File: config.mk
export PLATFORM = sky130hd
export DESIGN_NAME = refill_master
export DESIGN_NICKNAME = d
export VERILOG_FILES = /design/src/design/icache_pkg.sv /design/src/design/refill_master.sv
export SDC_FILE = /design/constraint.sdc
export NUM_CORES = 1
export LEC_CHECK = 0
export BUFFER_PORTS_ARGS = -buffer_cell sky130_fd_sc_hd__buf_2
export CAP_MARGIN = 20
export CORE_AREA = 2 2 78 80
export CTS_CLUSTER_DIAMETER = 50
export DETAILED_ROUTE_END_ITERATION = 8
export DIE_AREA = 0 0 80 82
export MAX_ROUTING_LAYER = met4
export PLACE_DENSITY = 0.75
export SLEW_MARGIN = 10
export SYNTH_ARGS = -nofsm -noshare
export SYNTH_HDL_FRONTEND = slang
export SYNTH_SLANG_ARGS = --single-unit
File: constraint.sdc
create_clock -name clk -period 4.2 [get_ports clk]
set_input_delay 1.26 -clock clk [delete_from_list [all_inputs] [get_ports clk]]
set_output_delay 1.26 -clock clk [all_outputs]
set_load 0.01 [all_outputs]
File: src/design/icache_pkg.sv
// Shared instruction cache package with geometry, bus payload structs and refill FSM states
package icache_pkg;

  //////////////////////////////////////////////////////////////////////
  // Cache and port geometry
  //////////////////////////////////////////////////////////////////////

  localparam int NB_CORES  = 2;                      // Fetch ports into the shared bank
  localparam int ADDR_W    = 32;                     // Fetch and AXI address width
  localparam int FETCH_W   = 32;                     // One instruction word
  localparam int LINE_W    = 64;                     // Cache line, same as AXI data
  localparam int NB_SETS   = 16;                     // Direct mapped, one line per set

  // Address split  | tag | index | offset |
  localparam int OFFSET_W  = $clog2(LINE_W / 8);     // Byte offset inside a line
  localparam int INDEX_W   = $clog2(NB_SETS);        // Set select
  localparam int TAG_W     = ADDR_W - INDEX_W - OFFSET_W;
  localparam int WORD_LSB  = $clog2(FETCH_W / 8);    // Lowest bit picking the word in a line

  // Single core still needs a one bit index
  localparam int CORE_ID_W = (NB_CORES > 1) ? $clog2(NB_CORES) : 1;

  // AR protection  [2] instruction  [1] secure  [0] unprivileged
  localparam logic [2:0] AXI_PROT_FETCH = 3'b100;

  //////////////////////////////////////////////////////////////////////
  // Payload types
  //////////////////////////////////////////////////////////////////////

  typedef logic [CORE_ID_W-1:0] core_id_t;           // Which fetch port issued a request

  // Request carried from the arbiter register into the bank
  typedef struct packed {
    logic [ADDR_W-1:0] addr;                         // Byte address of the fetch word
    core_id_t          core_id;                      // Requester, used to route the response
  } fetch_req_t;

  // AXI4-Lite read address channel payload
  typedef struct packed {
    logic [ADDR_W-1:0] araddr;                       // Line aligned address
    logic [2:0]        arprot;
  } axi_ar_t;

  // AXI4-Lite read data channel payload
  typedef struct packed {
    logic [LINE_W-1:0] rdata;                        // Whole line in one beat
    logic [1:0]        rresp;
  } axi_r_t;

  //////////////////////////////////////////////////////////////////////
  // Refill FSM
  //////////////////////////////////////////////////////////////////////

  typedef enum logic [1:0] {
    REFILL_IDLE,                                     // Waiting for a miss from the bank
    REFILL_ADDR,                                     // AR valid, waiting for arready
    REFILL_DATA                                      // R ready, waiting for rvalid
  } refill_state_e;

endpackage

File: src/design/refill_master.sv
// AXI4-Lite read master fetching one cache line from program memory per miss
`timescale 1ns/1ps

module refill_master (
  input  logic                          clk,
  input  logic                          rst_n,
  input  logic                          miss_req_i,
  input  logic [icache_pkg::ADDR_W-1:0] miss_addr_i,
  input  logic                          arready_i,
  input  logic                          rvalid_i,
  input  icache_pkg::axi_r_t            r_i,
  output logic                          line_valid_o,
  output logic [icache_pkg::LINE_W-1:0] line_data_o,
  output logic                          arvalid_o,
  output icache_pkg::axi_ar_t           ar_o,
  output logic                          rready_o
);

  icache_pkg::refill_state_e     state_q;
  icache_pkg::refill_state_e     state_d;
  logic [icache_pkg::ADDR_W-1:0] araddr_q;     // Line address of the running refill

  //////////////////////////////////////////////////////////////////////
  // Refill FSM
  //////////////////////////////////////////////////////////////////////

  always_comb begin
    state_d = state_q;
    case (state_q)
      icache_pkg::REFILL_IDLE: begin
        if (miss_req_i) begin
          state_d = icache_pkg::REFILL_ADDR;    // AR goes out next cycle
        end
      end
      icache_pkg::REFILL_ADDR: begin
        if (arready_i) begin
          state_d = icache_pkg::REFILL_DATA;    // Address accepted
        end
      end
      icache_pkg::REFILL_DATA: begin
        if (rvalid_i) begin
          state_d = icache_pkg::REFILL_IDLE;    // Single beat is the whole line
        end
      end
      default: begin
        state_d = icache_pkg::REFILL_IDLE;
      end
    endcase
  end

  always_ff @(posedge clk or negedge rst_n) begin
    if (!rst_n) begin
      state_q <= icache_pkg::REFILL_IDLE;
    end else begin
      state_q <= state_d;
    end
  end

  // Capture the address when leaving idle, it stays fixed through the AR phase
  always_ff @(posedge clk) begin
    if (state_q == icache_pkg::REFILL_IDLE && miss_req_i) begin
      araddr_q <= miss_addr_i;
    end
  end

  //////////////////////////////////////////////////////////////////////
  // AXI and line outputs
  //////////////////////////////////////////////////////////////////////

  assign arvalid_o   = (state_q == icache_pkg::REFILL_ADDR);
  assign ar_o.araddr = araddr_q;
  assign ar_o.arprot = icache_pkg::AXI_PROT_FETCH;  // Always an instruction fetch
  assign rready_o    = (state_q == icache_pkg::REFILL_DATA);

  // Line handed to the bank in the R handshake cycle, rresp ignored
  assign line_valid_o = rready_o && rvalid_i;
  assign line_data_o  = r_i.rdata;

  // AR held with stable payload until the slave takes it
  ar_stable_a: assert property (@(posedge clk) disable iff (!rst_n)
    arvalid_o && !arready_i |=> arvalid_o && $stable(ar_o))
    else $error("AR valid or payload changed before arready");

endmodule

After elaboration in Yosys (flattened, before gate mapping)
Cells that the tools add are included.

cells by class
  reduce and logical (&&, ||, !) cells = 4
  muxes and demuxes = 4
  equality and inequality tests = 5

operator list
  kind                  count
  $mux W2               3
  $ne A2 B2 Y1 const B  3
  $pmux W2 S3           1
  $reduce_and A3 Y1     1
  $eq A2 B1 Y1 const B  1
  $eq A2 B2 Y1 const B  1
  $logic_and A1 B1 Y1   2
  $logic_not A2 Y1      1

storage, ports and cells
  flip-flop bits (word level) = 34
  input bits = 103
  logic and storage cells = 15

Longest topological paths before layout
  depth after elaboration = 3
  depth in mapped cells = 2
  mapped depth without buffers = 2

Worst setup path before layout
No wires, ideal clock.

  kind = input -> register
  start point = input port miss_req_i
  end point = register araddr_q[0] (netlist bit) (enable)
  data required time = 3.732 ns
  buffers on the path = 0
  stages = 1
  slack = 0.102 ns
  arrival time = 3.630 ns
  cell sequence = nor3b_1

on the way
  longest elaborated chain between the ends = 1

RTL lines
  element               line                 source
  start, declared       refill_master.sv:7   input logic miss_req_i,
  $logic_and A1 B1 Y1   refill_master.sv:61  if (state_q == icache_pkg::REFILL_IDLE && miss_req_i) begin
  end signal, assigned  refill_master.sv:62  araddr_q <= miss_addr_i;
  end, declared         refill_master.sv:21  logic [icache_pkg::ADDR_W-1:0] araddr_q;

No other way between the ends.
A chain may end at the register's enable or synchronous reset.

Worst setup path after layout
  start point = input port rvalid_i
  end point = output port line_valid_o

on the way
  longest elaborated chain between the ends = 1

RTL lines
  element              line                 source
  start, declared      refill_master.sv:10  input logic rvalid_i,
  $logic_and A1 B1 Y1  refill_master.sv:76  assign line_valid_o = rready_o && rvalid_i;
  end, declared        refill_master.sv:12  output logic line_valid_o,

No other way between the ends.

==> flow_summary.json <==
{
  "die_h_um": 82,
  "place_ws_ns": 1.33,
  "drtIter0Drc": 18,
  "post_cts_buffers": 0,
  "nets": 228,
  "gr-total-overflow": 0,
  "clk_pin_slew_ns": 0.07,
  "worst_slack_ns": 1.33,
  "num_rows": 28,
  "grt_setup_unrepaired": "no",
  "wire_per_inst_um": 14.4,
  "p_leak_nw": 0.699,
  "design.core.area_um2": 5750,
  "gp_routability_congestion": 0.604,
  "status": "complete, no violations",
  "irDropWorstVdd_mv": 0.221,
  "grt_max_degree": 33,
  "hp-class": "reg2reg",
  "layout_common_cells": "buf_2 (71), edfxtp_1 (32), clkbuf_8 (5)",
  "required_ns": 2.94,
  "grt_pass1_vias": 725,
  "holdBufCountCts": 0,
  "timing.hold.ws_ns": 0.544,
  "cp-start-kind": "input pin",
  "max_freq_ghz": 0.348,
  "vias_per_cell": 3.93,
  "cts_resized": 0,
  "yosysTopAreaCellShare": 0.603,
  "cts.path.max_buffers": 2,
  "layout.cells.most_common": "buf_2",
  "path_max_fanout": 2,
  "drive_gt1_frac": 0.651,
  "ys_warn_count": 0,
  "period_share": 0.684,
  "drtAntennaViolNets": 0,
  "die_w_um": 80,
  "grt_pass1_wl_mm": 3.80,
  "cts_root_buffer": "clkbuf_8",
  "pin_count": 205,
  "synthesis.area_um2": 1590,
  "vias": 789,
  "synthTopCellsByArea": "edfxtp_1 (60%), buf_4 (32%), dfrtp_1 (3.1%), nor2b_4 (1.7%), nand2b_1 (0.79%)",
  "fin_crit_ns": 2.87,
  "drcViolationCount": 0,
  "avgSynthCellArea_um2": 14.2,
  "tns_ns": 0,
  "yosys.area.top_type": "edfxtp_1",
  "cts_tree": "done",
  "max_cap_viol_count": 0,
  "synth_seq_cells": 34,
  "ys_types": 11,
  "start_util": 0.277,
  "num_antenna_cells": 0,
  "areaGrowthSynthToFinish_pct": 2.98,
  "netlist_instances": 112,
  "drv_slew": 0,
  "hold_viol_final": 0,
  "arrival_ns": 1.61,
  "cts-buffers-inserted": 5,
  "antenna_found_initial": 0,
  "wl_mm": 2.89,
  "port_buffers": 71,
  "h-tree-depth": 2,
  "grt_use_total": 0.0829,
  "firstDrtPassIters": 2,
  "setup_viol": 0,
  "endpoint_kind": "primary output",
  "crit_type": "in2out",
  "fillers": 592,
  "p_total_uw": 925,
  "clkLatencyLatePin_ns": 0.28,
  "power_density_nw_per_um2": 564,
  "die_area_um2": 6560,
  "yosysSeqAreaShare": 0.635,
  "clock_sinks": 34,
  "clock_skew_ns": 0.00310
}
worst paths after layout:
kind,depth (start not counted),slack [ns],startpoint,to
max,3,1.33,rvalid_i,line_valid_o
min,1,0.54,state_q[1]$_DFFE_PN0P_,state_q[0]$_DFFE_PN0P_
max reg2reg,2,2.82,state_q[0]$_DFFE_PN0P_,araddr_q[11]$_DFFE_PP_
min reg2reg,1,0.54,state_q[1]$_DFFE_PN0P_,state_q[0]$_DFFE_PN0P_
max in group asynchronous,1,3.35,rst_n,state_q[0]$_DFFE_PN0P_
min in group asynchronous,1,0.76,rst_n,state_q[1]$_DFFE_PN0P_
cell usage after synthesis:
library cell / count
a22o_1: 1
nand2b_1: 2
nor3b_1: 1
dfrtp_1: 2
edfxtp_1: 32
conb_1: 2
a21oi_1: 1
inv_1: 1
buf_4: 67
and2_1: 1
nor2b_4: 2
critical path, stage by stage:
cell	delay [ns]
buf_2	0.10
and2_1	0.12
buf_2	0.13
cell families after synthesis:
kind of cell	Yosys count	share of synthesized area
compound gates	2	0.00864
buf+inv	68	0.318
flops	34	0.635
other cells	2	0.00472
simple gates	6	0.0338
flip-flops by register name, indices dropped and copies added, names as in the netlist:
signal and cells:
araddr_q 32, state_q 2
per-stage QoR:
step / utilization / std cells / area [um^2]
6_report: 0.285 / 201 / 1640
5_1_grt: 0.285 / 201 / 1640
4_1_cts: 0.285 / 201 / 1640
3_5_place_dp: 0.271 / 193 / 1560
3_3_place_gp: 0.271 / 193 / 1560
2_1_floorplan: - / 113 / 1600
power breakdown:
group	switching, mW	internal [mW]
sequential	0.0300	0.470
combinational	0.117	0.0864
clock	0.108	0.113
per-layer routing:
layer / vias up / global-route usage / part of all wire
li1: 326 / - / -
met3: 26 / 0.0330 / 0.18
met5: - / - / 0
met1: 345 / 0.0589 / 0.26
met2: 92 / 0.143 / 0.48
met4: 0 / 0.0983 / 0.083
area by class of cell:
type	instances	area, um^2	area share
clock buffer	5	68.8	0.0420
clock inverter	3	16.3	0.00992
inverter	1	3.75	0.00229
multi-input combinational	11	83.8	0.0511
sequential	34	1010	0.616
tap	75	93.8	0.0572
timing repair buffer	72	363	0.221
No activity file was read; power rests on OpenSTA's default activity.
