--- src/design/icache_pkg.sv ---
// Shared instruction cache package with geometry, bus payload structs and refill FSM states
package icache_pkg;

  //////////////////////////////////////////////////////////////////////
  // Cache and port geometry
  //////////////////////////////////////////////////////////////////////

  localparam int NB_CORES  = 2;                      // Fetch ports into the shared bank
  localparam int ADDR_W    = 32;                     // Fetch and AXI address width
  localparam int FETCH_W   = 32;                     // One instruction word
  localparam int LINE_W    = 64;                     // Cache line, same as AXI data
  localparam int NB_SETS   = 16;                     // Direct mapped, one line per set

  // Address split  | tag | index | offset |
  localparam int OFFSET_W  = $clog2(LINE_W / 8);     // Byte offset inside a line
  localparam int INDEX_W   = $clog2(NB_SETS);        // Set select
  localparam int TAG_W     = ADDR_W - INDEX_W - OFFSET_W;
  localparam int WORD_LSB  = $clog2(FETCH_W / 8);    // Lowest bit picking the word in a line

  // Single core still needs a one bit index
  localparam int CORE_ID_W = (NB_CORES > 1) ? $clog2(NB_CORES) : 1;

  // AR protection  [2] instruction  [1] secure  [0] unprivileged
  localparam logic [2:0] AXI_PROT_FETCH = 3'b100;

  //////////////////////////////////////////////////////////////////////
  // Payload types
  //////////////////////////////////////////////////////////////////////

  typedef logic [CORE_ID_W-1:0] core_id_t;           // Which fetch port issued a request

  // Request carried from the arbiter register into the bank
  typedef struct packed {
    logic [ADDR_W-1:0] addr;                         // Byte address of the fetch word
    core_id_t          core_id;                      // Requester, used to route the response
  } fetch_req_t;

  // AXI4-Lite read address channel payload
  typedef struct packed {
    logic [ADDR_W-1:0] araddr;                       // Line aligned address
    logic [2:0]        arprot;
  } axi_ar_t;

  // AXI4-Lite read data channel payload
  typedef struct packed {
    logic [LINE_W-1:0] rdata;                        // Whole line in one beat
    logic [1:0]        rresp;
  } axi_r_t;

  //////////////////////////////////////////////////////////////////////
  // Refill FSM
  //////////////////////////////////////////////////////////////////////

  typedef enum logic [1:0] {
    REFILL_IDLE,                                     // Waiting for a miss from the bank
    REFILL_ADDR,                                     // AR valid, waiting for arready
    REFILL_DATA                                      // R ready, waiting for rvalid
  } refill_state_e;

endpackage

--- src/design/icache_bank.sv ---
// Direct-mapped shared cache bank with tag compare, miss hand-off and per-core response
`timescale 1ns/1ps

module icache_bank (
  input  logic                                                     clk,
  input  logic                                                     rst_n,
  input  logic                                                     stage1_valid_i,
  input  icache_pkg::fetch_req_t                                   stage1_req_i,
  input  logic                                                     line_valid_i,
  input  logic [icache_pkg::LINE_W-1:0]                            line_data_i,
  output logic                                                     stage1_ready_o,
  output logic                                                     miss_req_o,
  output logic [icache_pkg::ADDR_W-1:0]                            miss_addr_o,
  output logic [icache_pkg::NB_CORES-1:0]                          fetch_rvalid_o,
  output logic [icache_pkg::NB_CORES-1:0][icache_pkg::FETCH_W-1:0] fetch_rdata_o
);

  // Request held in the bank stage
  logic                                                 held_valid;
  icache_pkg::fetch_req_t                               held_req;
  logic [icache_pkg::INDEX_W-1:0]                       held_index;
  logic [icache_pkg::TAG_W-1:0]                         held_tag;
  logic [icache_pkg::OFFSET_W-icache_pkg::WORD_LSB-1:0] held_word;

  // Tag and data arrays, one entry per set
  logic [icache_pkg::NB_SETS-1:0]                       valid_q;
  logic [icache_pkg::TAG_W-1:0]                         tag_q  [icache_pkg::NB_SETS];
  logic [icache_pkg::LINE_W-1:0]                        data_q [icache_pkg::NB_SETS];

  logic [icache_pkg::LINE_W-1:0]                        line_rd;   // Line at the held index
  logic [icache_pkg::FETCH_W-1:0]                       word_rd;   // Requested word of it
  logic                                                 hit;

  //////////////////////////////////////////////////////////////////////
  // Held request stage
  //////////////////////////////////////////////////////////////////////

  // Takes a new request whenever the current one finishes or none is held
  assign stage1_ready_o = !held_valid || hit;

  always_ff @(posedge clk or negedge rst_n) begin
    if (!rst_n) begin
      held_valid <= 1'b0;
    end else if (stage1_ready_o) begin
      held_valid <= stage1_valid_i;
    end
  end

  always_ff @(posedge clk) begin
    if (stage1_ready_o && stage1_valid_i) begin
      held_req <= stage1_req_i;
    end
  end

  // Address split of the held fetch
  assign held_index = held_req.addr[icache_pkg::OFFSET_W +: icache_pkg::INDEX_W];
  assign held_tag   = held_req.addr[icache_pkg::ADDR_W-1 -: icache_pkg::TAG_W];
  assign held_word  = held_req.addr[icache_pkg::OFFSET_W-1:icache_pkg::WORD_LSB];

  //////////////////////////////////////////////////////////////////////
  // Lookup
  //////////////////////////////////////////////////////////////////////

  assign line_rd = data_q[held_index];
  assign hit     = held_valid && valid_q[held_index] && (tag_q[held_index] == held_tag);
  assign word_rd = line_rd[held_word * icache_pkg::FETCH_W +: icache_pkg::FETCH_W];

  // Miss stays up until the refilled line turns it into a hit
  assign miss_req_o  = held_valid && !hit;
  assign miss_addr_o = {held_req.addr[icache_pkg::ADDR_W-1:icache_pkg::OFFSET_W],
                        {icache_pkg::OFFSET_W{1'b0}}};       // Line aligned

  // Word goes out on every port, rvalid picks the owner
  always_comb begin
    for (int i = 0; i < icache_pkg::NB_CORES; i++) begin
      fetch_rvalid_o[i] = hit && (int'(held_req.core_id) == i);
      fetch_rdata_o[i]  = word_rd;
    end
  end

  //////////////////////////////////////////////////////////////////////
  // Refill write
  //////////////////////////////////////////////////////////////////////

  // Line lands in the set of the held miss, old line is evicted
  always_ff @(posedge clk or negedge rst_n) begin
    if (!rst_n) begin
      valid_q <= '0;                       // Empty cache after reset
    end else if (line_valid_i) begin
      valid_q[held_index] <= 1'b1;
    end
  end

  always_ff @(posedge clk) begin
    if (line_valid_i) begin
      tag_q[held_index]  <= held_tag;
      data_q[held_index] <= line_data_i;
    end
  end

  // Responses go to one core at a time
  rvalid_onehot_a: assert property (@(posedge clk) disable iff (!rst_n)
    $onehot0(fetch_rvalid_o))
    else $error("responses to more than one core in the same cycle");

  // Miss request and its address are held until the line comes back
  miss_hold_a: assert property (@(posedge clk) disable iff (!rst_n)
    miss_req_o && !line_valid_i |=> miss_req_o && $stable(miss_addr_o))
    else $error("miss request dropped or changed before line_valid");

  // Refill master only returns lines that were asked for
  refill_wanted_a: assert property (@(posedge clk) disable iff (!rst_n)
    line_valid_i |-> miss_req_o)
    else $error("line_valid without a pending miss");

endmodule

--- config.mk ---
export PLATFORM = sky130hd
export DESIGN_NAME = icache_bank
export DESIGN_NICKNAME = d
export VERILOG_FILES = /design/src/design/icache_pkg.sv /design/src/design/icache_bank.sv
export SDC_FILE = /design/constraint.sdc
export NUM_CORES = 1
export LEC_CHECK = 0
export BUFFER_PORTS_ARGS = -buffer_cell sky130_fd_sc_hd__buf_4
export CORE_MARGIN = 2
export CORE_UTILIZATION = 35
export CTS_CLUSTER_SIZE = 10
export DETAILED_ROUTE_END_ITERATION = 16
export PLACE_DENSITY = 0.54
export REMOVE_ABC_BUFFERS = 1
export SETUP_SLACK_MARGIN = 0.4
export SLEW_MARGIN = 25
export SYNTH_ARGS = -nofsm -noshare
export SYNTH_HDL_FRONTEND = slang
export SYNTH_SLANG_ARGS = --single-unit
--- constraint.sdc ---
create_clock -name clk -period 11.1 [get_ports clk]
set_clock_uncertainty 0.15 [all_clocks]
set_input_delay 1.665 -clock clk [delete_from_list [all_inputs] [get_ports clk]]
set_output_delay 1.665 -clock clk [all_outputs]
set_load 0.005 [all_outputs]
# --- Word level (Yosys, flattened, before mapping) ---
# Memories as Yosys holds them, arrays and structs flattened. A register that Yosys moved wholly into a read port is not among the register bits.
# Index checks and enable logic that the tools add are counted.
word_totals:
  n_memories: 2
  ram_bits: 1424
  wordCells: 30
  reg_bits: 50
  inputBits: 101
  out_inout_bits: 100
op_classes:
  muxes: 8
  eq_ne: 1
  reduce_logical: 10
  bitwise: 2
  n_lt_le_gt_ge: 2
  shifts: 1
mem_list:
  columns: ["memory", "words", "width", "rd", "rd_clocked_by_memory_dff", "wr", "line", "rtl"]
  rows:
  - ["data_q", 16, 64, 1, 1, 1, "icache_bank.sv:28", "logic [icache_pkg::LINE_W-1:0] data_q [icache_pkg::NB_SETS];"]
  - ["tag_q", 16, 25, 1, 1, 1, "icache_bank.sv:27", "logic [icache_pkg::TAG_W-1:0] tag_q [icache_pkg::NB_SETS];"]
op_table:
  columns: ["cell", "count"]
  rows:
  - ["$shiftx A64 B7 Y32", 1]
  - ["$eq A25 B25 Y1", 1]
  - ["$or A16 B16 Y16", 1]
  - ["$mux W4", 2]
  - ["$logic_and A1 B1 Y1", 7]
  - ["$lt A4 B5 Y1 const B", 1]
  - ["$bmux W1 S4", 1]
  - ["$demux W1 S4", 1]
  - ["$ge A4 B1 Y1 const B", 1]
  - ["$mux W1", 4]
  - ["$logic_not A1 Y1", 2]
  - ["$logic_or A1 B1 Y1", 1]
  - ["$not A1 Y1", 1]

# --- Longest topological paths before layout ---
# Gate-level depths: netlist of run 1.
logic_depth:
  word_depth: 7
  ltp_mapped: 12
  ltp_nobuf: 8

# --- Least setup slack after synthesis of run 1 ---
# No wires, ideal clock.
synth_timing:
  path_kind: "input to register"
  from: "input port line_valid_i"
  to: "register valid_q[12] in the netlist's numbering"
  n_path_buf: 0
  t_arrival_ns: 8.490
  setup_slack_ns: 2.358
  t_required_ns: 10.847
  path_stages: 3
  setup_ns: 0.103
  path_cell_list: "nand3_1 nor3_1 or2_2"
synth_rtl:
  columns: ["item", "line", "rtl"]
  rows:
  - ["start, declared", "icache_bank.sv:9", "input logic line_valid_i,"]
  - ["end signal, assigned", "icache_bank.sv:88", "valid_q <= '0;"]
  - ["end signal, assigned by index", "icache_bank.sv:90", "valid_q[held_index] <= 1'b1;"]
  - ["end, declared", "icache_bank.sv:26", "logic [icache_pkg::NB_SETS-1:0] valid_q;"]

==> impl_metrics.tcl, run 1 <==
set metrics [dict create \
    std_cell_rows 148 \
    worstPathRequired_ns 9.29 \
    fin_hold_ws_ns 0.313 \
    hold_buffers 0 \
    drcViolationCount 0 \
    grt.total_usage 0.161 \
    overflow 0 \
    gp_congestion 0.731 \
    min_path_type "register to register" \
    synthCells 2412 \
    final_cell_mix "edfxtp_1, mux4_2, buf_4, clkbuf_16, mux2i_1" \
    yosys_warnings 0 \
    synth_edf_count 1455 \
    fmax_mhz 137 \
    area_delta_synth_final_pct 15.0 \
    reg2reg_to "miss_addr_o[11]" \
    worstMarginPinSlew_ns 1.08 \
    setup_viol 0 \
    p_int_w 0.00897 \
    synth_seq_cells 1476 \
    grt_pass1_wl_um 193000 \
    holdCritStartpoint "valid_q[11]" \
    hold_depth 1 \
    ff2ff_path_depth 10 \
    synth.yosys.seq_area_share 0.774 \
    dieArea_mm2 0.166 \
    h-tree-depth 4 \
    cp_max_fo 145 \
    synthFlopType "edfxtp_1" \
    maxSlewViolCount 0 \
    vias 25600 \
    power_per_cell_area_mw_per_mm2 170 \
    final_common_cell "edfxtp_1" \
    die_h_um 408 \
    dp_hpwl_um 66300 \
    fp.dieW_um 408 \
    relSlewSlack 0.280 \
    sw_frac_of_total 0.197 \
    power_frac_comb 0.014 \
    path_class "register to primary output" \
    via_per_inst 5.26 \
    cts_tree "built" \
    drtIter0Drc 2009 \
    clkSinkCount 1476 \
    rsz0062_at_grt "no" \
    fill_cells 14000 \
    critPathCaptureType "primary output" \
    regToRegSetupSlack_ns 5.43 \
    grt_max_degree 146 \
    fin_crit_ns 7.29 \
    cts_max_path_buffers 3 \
    p_leak_nw 21.1 \
    synth_area_mm2 0.0571 \
    status "completed" \
    synth_cell_types 63 \
    startpoint_type "register" \
    ir_worst_vdd_mv 0.104 \
    wl_um 134000 \
    synth-async-reset-ratio 0.0115 \
    root_buffer "clkbuf_16" \
    post-cts-setup-buffers 0 \
    drv_cap 0 \
    dr.pass1.iters 5 \
    p_seq_frac 0.549 \
    avgSynthCellArea_um2 23.7 \
    io_buffers 195 \
    p_sw_w 0.00219 \
    finalHoldViolations 0 \
    fp.coreArea_mm2 0.162 \
    finalSetupTns_ns 0 \
    layout.nets 2752 \
    drive_above_1_share 0.341 \
    grt_pass1_vias 27700 \
    post_cts_resized 0 \
    antenna_found_initial 5 \
    cts.clk_slew.worst_paths_ns 0.05 \
    cp.arrival_ns 5.47 \
    ant_nets 0 \
    final.period_utilization 0.657 \
    clk-insertion-delay-late_ns 0.78 \
    cts_buffers 170 \
    min_to "valid_q[11]" \
    power.share.clock 0.437 \
    start_util 0.352 \
    ioPinCount 201 \
    wire_per_inst_um 27.6 \
]
kinds of logic (layout without fill, tap and decap cells):
kind of cell	count (synthesis)	count (layout)	share of synthesized area
xor gates and xnor gates	31	31	0.00475
DFF	1476	1476	0.774
buffers and inverters	190	474	0.0191
and+or+nand+nor	129	129	0.0131
other	1	5	0.0000656
muxes	525	525	0.181
AOI/OAI and AO/OA	60	60	0.00865
state kept, by name, indices dropped and copies added, names as in the netlist, named ones only:
register,flops
held_req,2
held_valid,1
miss_addr_o,29
data_q,1024
tag_q,400
valid_q,16
synthesized netlist by cell type (5+ instances only):
cell / instances / share of area
edfxtp_1: 1455 / 0.76
mux4_2: 401 / 0.16
mux2i_1: 88 / 0.015
buf_4: 75 / 0.0099
buf_2: 43 / 0.0038
clkbuf_1: 38 / 0.0025
mux2_2: 36 / 0.0071
nor2_1: 23 / 0.0015
xnor2_1: 22 / 0.0034
nand2_1: 18 / 0.0012
buf_1: 17 / 0.0011
dfrtp_1: 17 / 0.0074
or2_2: 16 / 0.0018
nand3_1: 13 / 0.0011
inv_1: 10 / 0.00066
nand4_1: 9 / 0.00099
xor2_1: 9 / 0.0014
a221oi_1: 8 / 0.0012
nor2b_1: 8 / 0.00088
a22oi_1: 7 / 0.00092
and2_1: 7 / 0.00077
a22o_1: 6 / 0.00092
buf_6: 6 / 0.0012
nor3_1: 6 / 0.00053
nand3b_1: 5 / 0.00066
o211ai_1: 5 / 0.00066
metrics by stage:
step | power [W] | util | setup WS (ns) | cells | instance area [um2]
after CTS | 0.0113 | 0.404 | 3.55 | 4873 | 65700
after floorplan | 0.00631 | - | -7.10 | 2235 | 56100
after detailed placement | 0.00639 | 0.375 | 4.40 | 4654 | 61000
final | 0.0112 | 0.405 | 3.81 | 4875 | 65700
after global placement | 0.00638 | 0.375 | 4.47 | 4650 | 60900
after global routing | 0.0115 | 0.404 | 3.31 | 4873 | 65700
power groups by stage:
stage	clock, W	combinational [W]	sequential (W)
after floorplan	0	0.0000647	0.00625
after global placement	0	0.000147	0.00624
after detailed placement	0	0.000156	0.00624
after CTS	0.00501	0.000156	0.00612
after global routing	0.00523	0.000168	0.00612
final	0.00488	0.000153	0.00613
worst max-delay path: stages (launching register included):
cell and delay (ns):
dfxtp_4 0.72, buf_12 0.57, nor2_1 0.41, a22o_1 0.30, a221oi_1 0.26, xnor2_1 0.21
a41oi_1 0.39, nor4_4 0.85, nand4_1 0.44, nor2_1 0.22, buf_4 0.14
area by class of cell:
type | instances | area (um2) | share of cell area
clock buffers | 194 | 4340 | 0.0661
diodes | 2 | 5.00 | 0.0000762
repair buffers | 244 | 2040 | 0.0311
inverters | 11 | 46.3 | 0.000705
flip-flops and latches | 1476 | 44200 | 0.673
multi-input cells | 748 | 12000 | 0.182
clock inverters | 25 | 362 | 0.00550
well taps | 2175 | 2720 | 0.0414
metal layers:
layer | share of wire | wire, um | global-route usage | vias up
met3 | 0.053 | 7060 | 0.0309 | 192
met4 | 0.018 | 2360 | 0.0423 | 6
met5 | 0.00028 | 37 | 0 | -
li1 | - | - | - | 10600
met1 | 0.43 | 58300 | 0.220 | 14000
met2 | 0.50 | 66700 | 0.264 | 758
worst max-delay path by stage:
stage                         to  slack, ns  depth (start not counted)
5_1_grt        fetch_rvalid_o[1]       3.31                         10
4_1_cts        fetch_rvalid_o[1]       3.55                         10
3_3_place_gp   fetch_rvalid_o[1]       4.47                         10
3_5_place_dp   fetch_rvalid_o[1]       4.40                         10
2_1_floorplan        held_req[0]      -7.10                          8
6_report       fetch_rvalid_o[0]       3.81                         10
Note: power is estimated with default switching activity, not from simulation.
==> inputs of run 2 (changes only) <==
Clock period 11.1 ns to 7.3 ns, I/O delays scaled along.
==> impl_metrics.tcl, run 2 (synthesis results as in run 1) <==
set metrics [dict create \
    dieArea_mm2 0.166 \
    dp_hpwl_um 63400 \
    layout.nets 2751 \
    ant_nets 0 \
    cts_buffers 171 \
    via_per_inst 5.27 \
    min_path_type "register to register" \
    startpoint_type "register" \
    start_util 0.352 \
    final_common_cell "edfxtp_1" \
    totalPowerFinal_w 0.0170 \
    gp_congestion 0.717 \
    antenna_found_initial 8 \
    cts.clk_slew.worst_paths_ns 0.06 \
    fin_crit_ns 6.57 \
    final.period_utilization 0.900 \
    h-tree-depth 4 \
    post-cts-setup-buffers 0 \
    dr.pass1.iters 5 \
    drcViolationCount 0 \
    fill_cells 14100 \
    clk-insertion-delay-late_ns 0.78 \
    design_area_mm2 0.0658 \
    path_class "register to primary output" \
    die_h_um 408 \
    maxSlewViolCount 0 \
    ir_worst_vdd_mv 0.256 \
    overflow 0 \
    drtIter0Drc 2431 \
    worstMarginPinSlew_ns 1.06 \
    std_cell_rows 148 \
    ioPinCount 201 \
    cts_tree "built" \
    critPathCaptureType "primary output" \
    clkSinkCount 1476 \
    power_per_cell_area_mw_per_mm2 259 \
    cp.arrival_ns 5.32 \
    cts_max_path_buffers 3 \
    p_leak_nw 21.1 \
    setup_viol 0 \
    wire_per_inst_um 27.8 \
    final_cell_mix "edfxtp_1, mux4_2, buf_4, clkbuf_16, mux2i_1" \
    drive_above_1_share 0.342 \
    status "completed" \
    grt_pass1_vias 27700 \
    fp.dieW_um 408 \
    wl_um 135000 \
    root_buffer "clkbuf_16" \
    largest_register_ffs 1024 \
    drv_cap 0 \
    post_dp_cell_area_mm2 0.0610 \
    fmax_mhz 152 \
    cp_max_fo 71 \
    regMostFlops "data_q" \
    fp.coreArea_mm2 0.162 \
    grt_max_degree 91 \
    grt.total_usage 0.162 \
    rsz0062_at_grt "no" \
    relSlewSlack 0.291 \
    area_delta_synth_final_pct 15.1 \
    io_buffers 195 \
    worstPathRequired_ns 6.05 \
    grt_pass1_wl_um 195000 \
    finalHoldViolations 0 \
    vias 25700 \
]
## run 2: through the flow
stage | util | setup slack (ns) | std cells | setup TNS, ns | hold WS, ns
after CTS | 0.405 | 0.444 | 4879 | 0 | 0.268
after detailed placement | 0.376 | 1.35 | 4651 | 0 | 0.298
after floorplan | - | -10.90 | 2235 | -1256.99 | 0.284
final | 0.405 | 0.732 | 4880 | 0 | 0.319
after global routing | 0.405 | 0.422 | 4879 | 0 | 0.307
after global placement | 0.376 | 1.41 | 4651 | 0 | 0.297
## run 2: metal layers
metal	vias to the layer above	wire length (um)	track usage	part of all wire
met2	745	65700	0.259	0.48
met3	198	7310	0.0325	0.054
li1	10700	-	-	-
met4	10	2760	0.0442	0.020
met5	-	60	0	0.00044
met1	14100	59700	0.227	0.44
## run 2: path summary, 6_finish.rpt
path	from	endpoint	slack, ns	cells past startpoint
worst min register to register	valid_q[1]	valid_q[1]	0.32	1
max in group asynchronous	rst_n	valid_q[3]	6.21	2
worst max-delay path	register	fetch_rvalid_o[0]	0.73	10
worst min-delay path	valid_q[1]	valid_q[1]	0.32	1
min in group asynchronous	rst_n	valid_q[5]	0.57	2
worst max register to register	register	miss_addr_o[11]	1.84	10
## run 2: area by class of cell
class	instances	area, um2	share of cell area
well taps	2175	2720	0.0414
clock buffers	201	4440	0.0676
inverters	11	46.3	0.000704
multi-input cells	748	12000	0.182
diodes	1	2.50	0.0000380
clock inverters	26	304	0.00462
repair buffers	242	2060	0.0314
flip-flops and latches	1476	44200	0.672
## run 2: what timing repair did
action	4_1_cts	5_1_grt
gates resized for setup	0	1
endpoints found under the setup margin	0	4
hold endpoints to repair	17	0
hold buffers	1	0
## run 2: power by group
group	total, W	internal (W)	leakage, nW	switching [W]
clock network	0.00748	0.00433	2.32	0.00315
logic	0.000234	0.0000957	5.46	0.000138
registers	0.00932	0.00931	13.3	0.0000100
total	0.0170	0.0137	21.1	0.00330
## run 2: worst max-delay path, stage by stage (launching register included)
cell	delay [ns]
dfxtp_4	0.94
buf_12	0.44
buf_6	0.64
mux4_2	0.42
mux2i_1	0.24
xor2_1	0.19
nand3_1	0.20
a211oi_1	0.62
nand4_1	0.41
nor2_1	0.23
buf_4	0.14
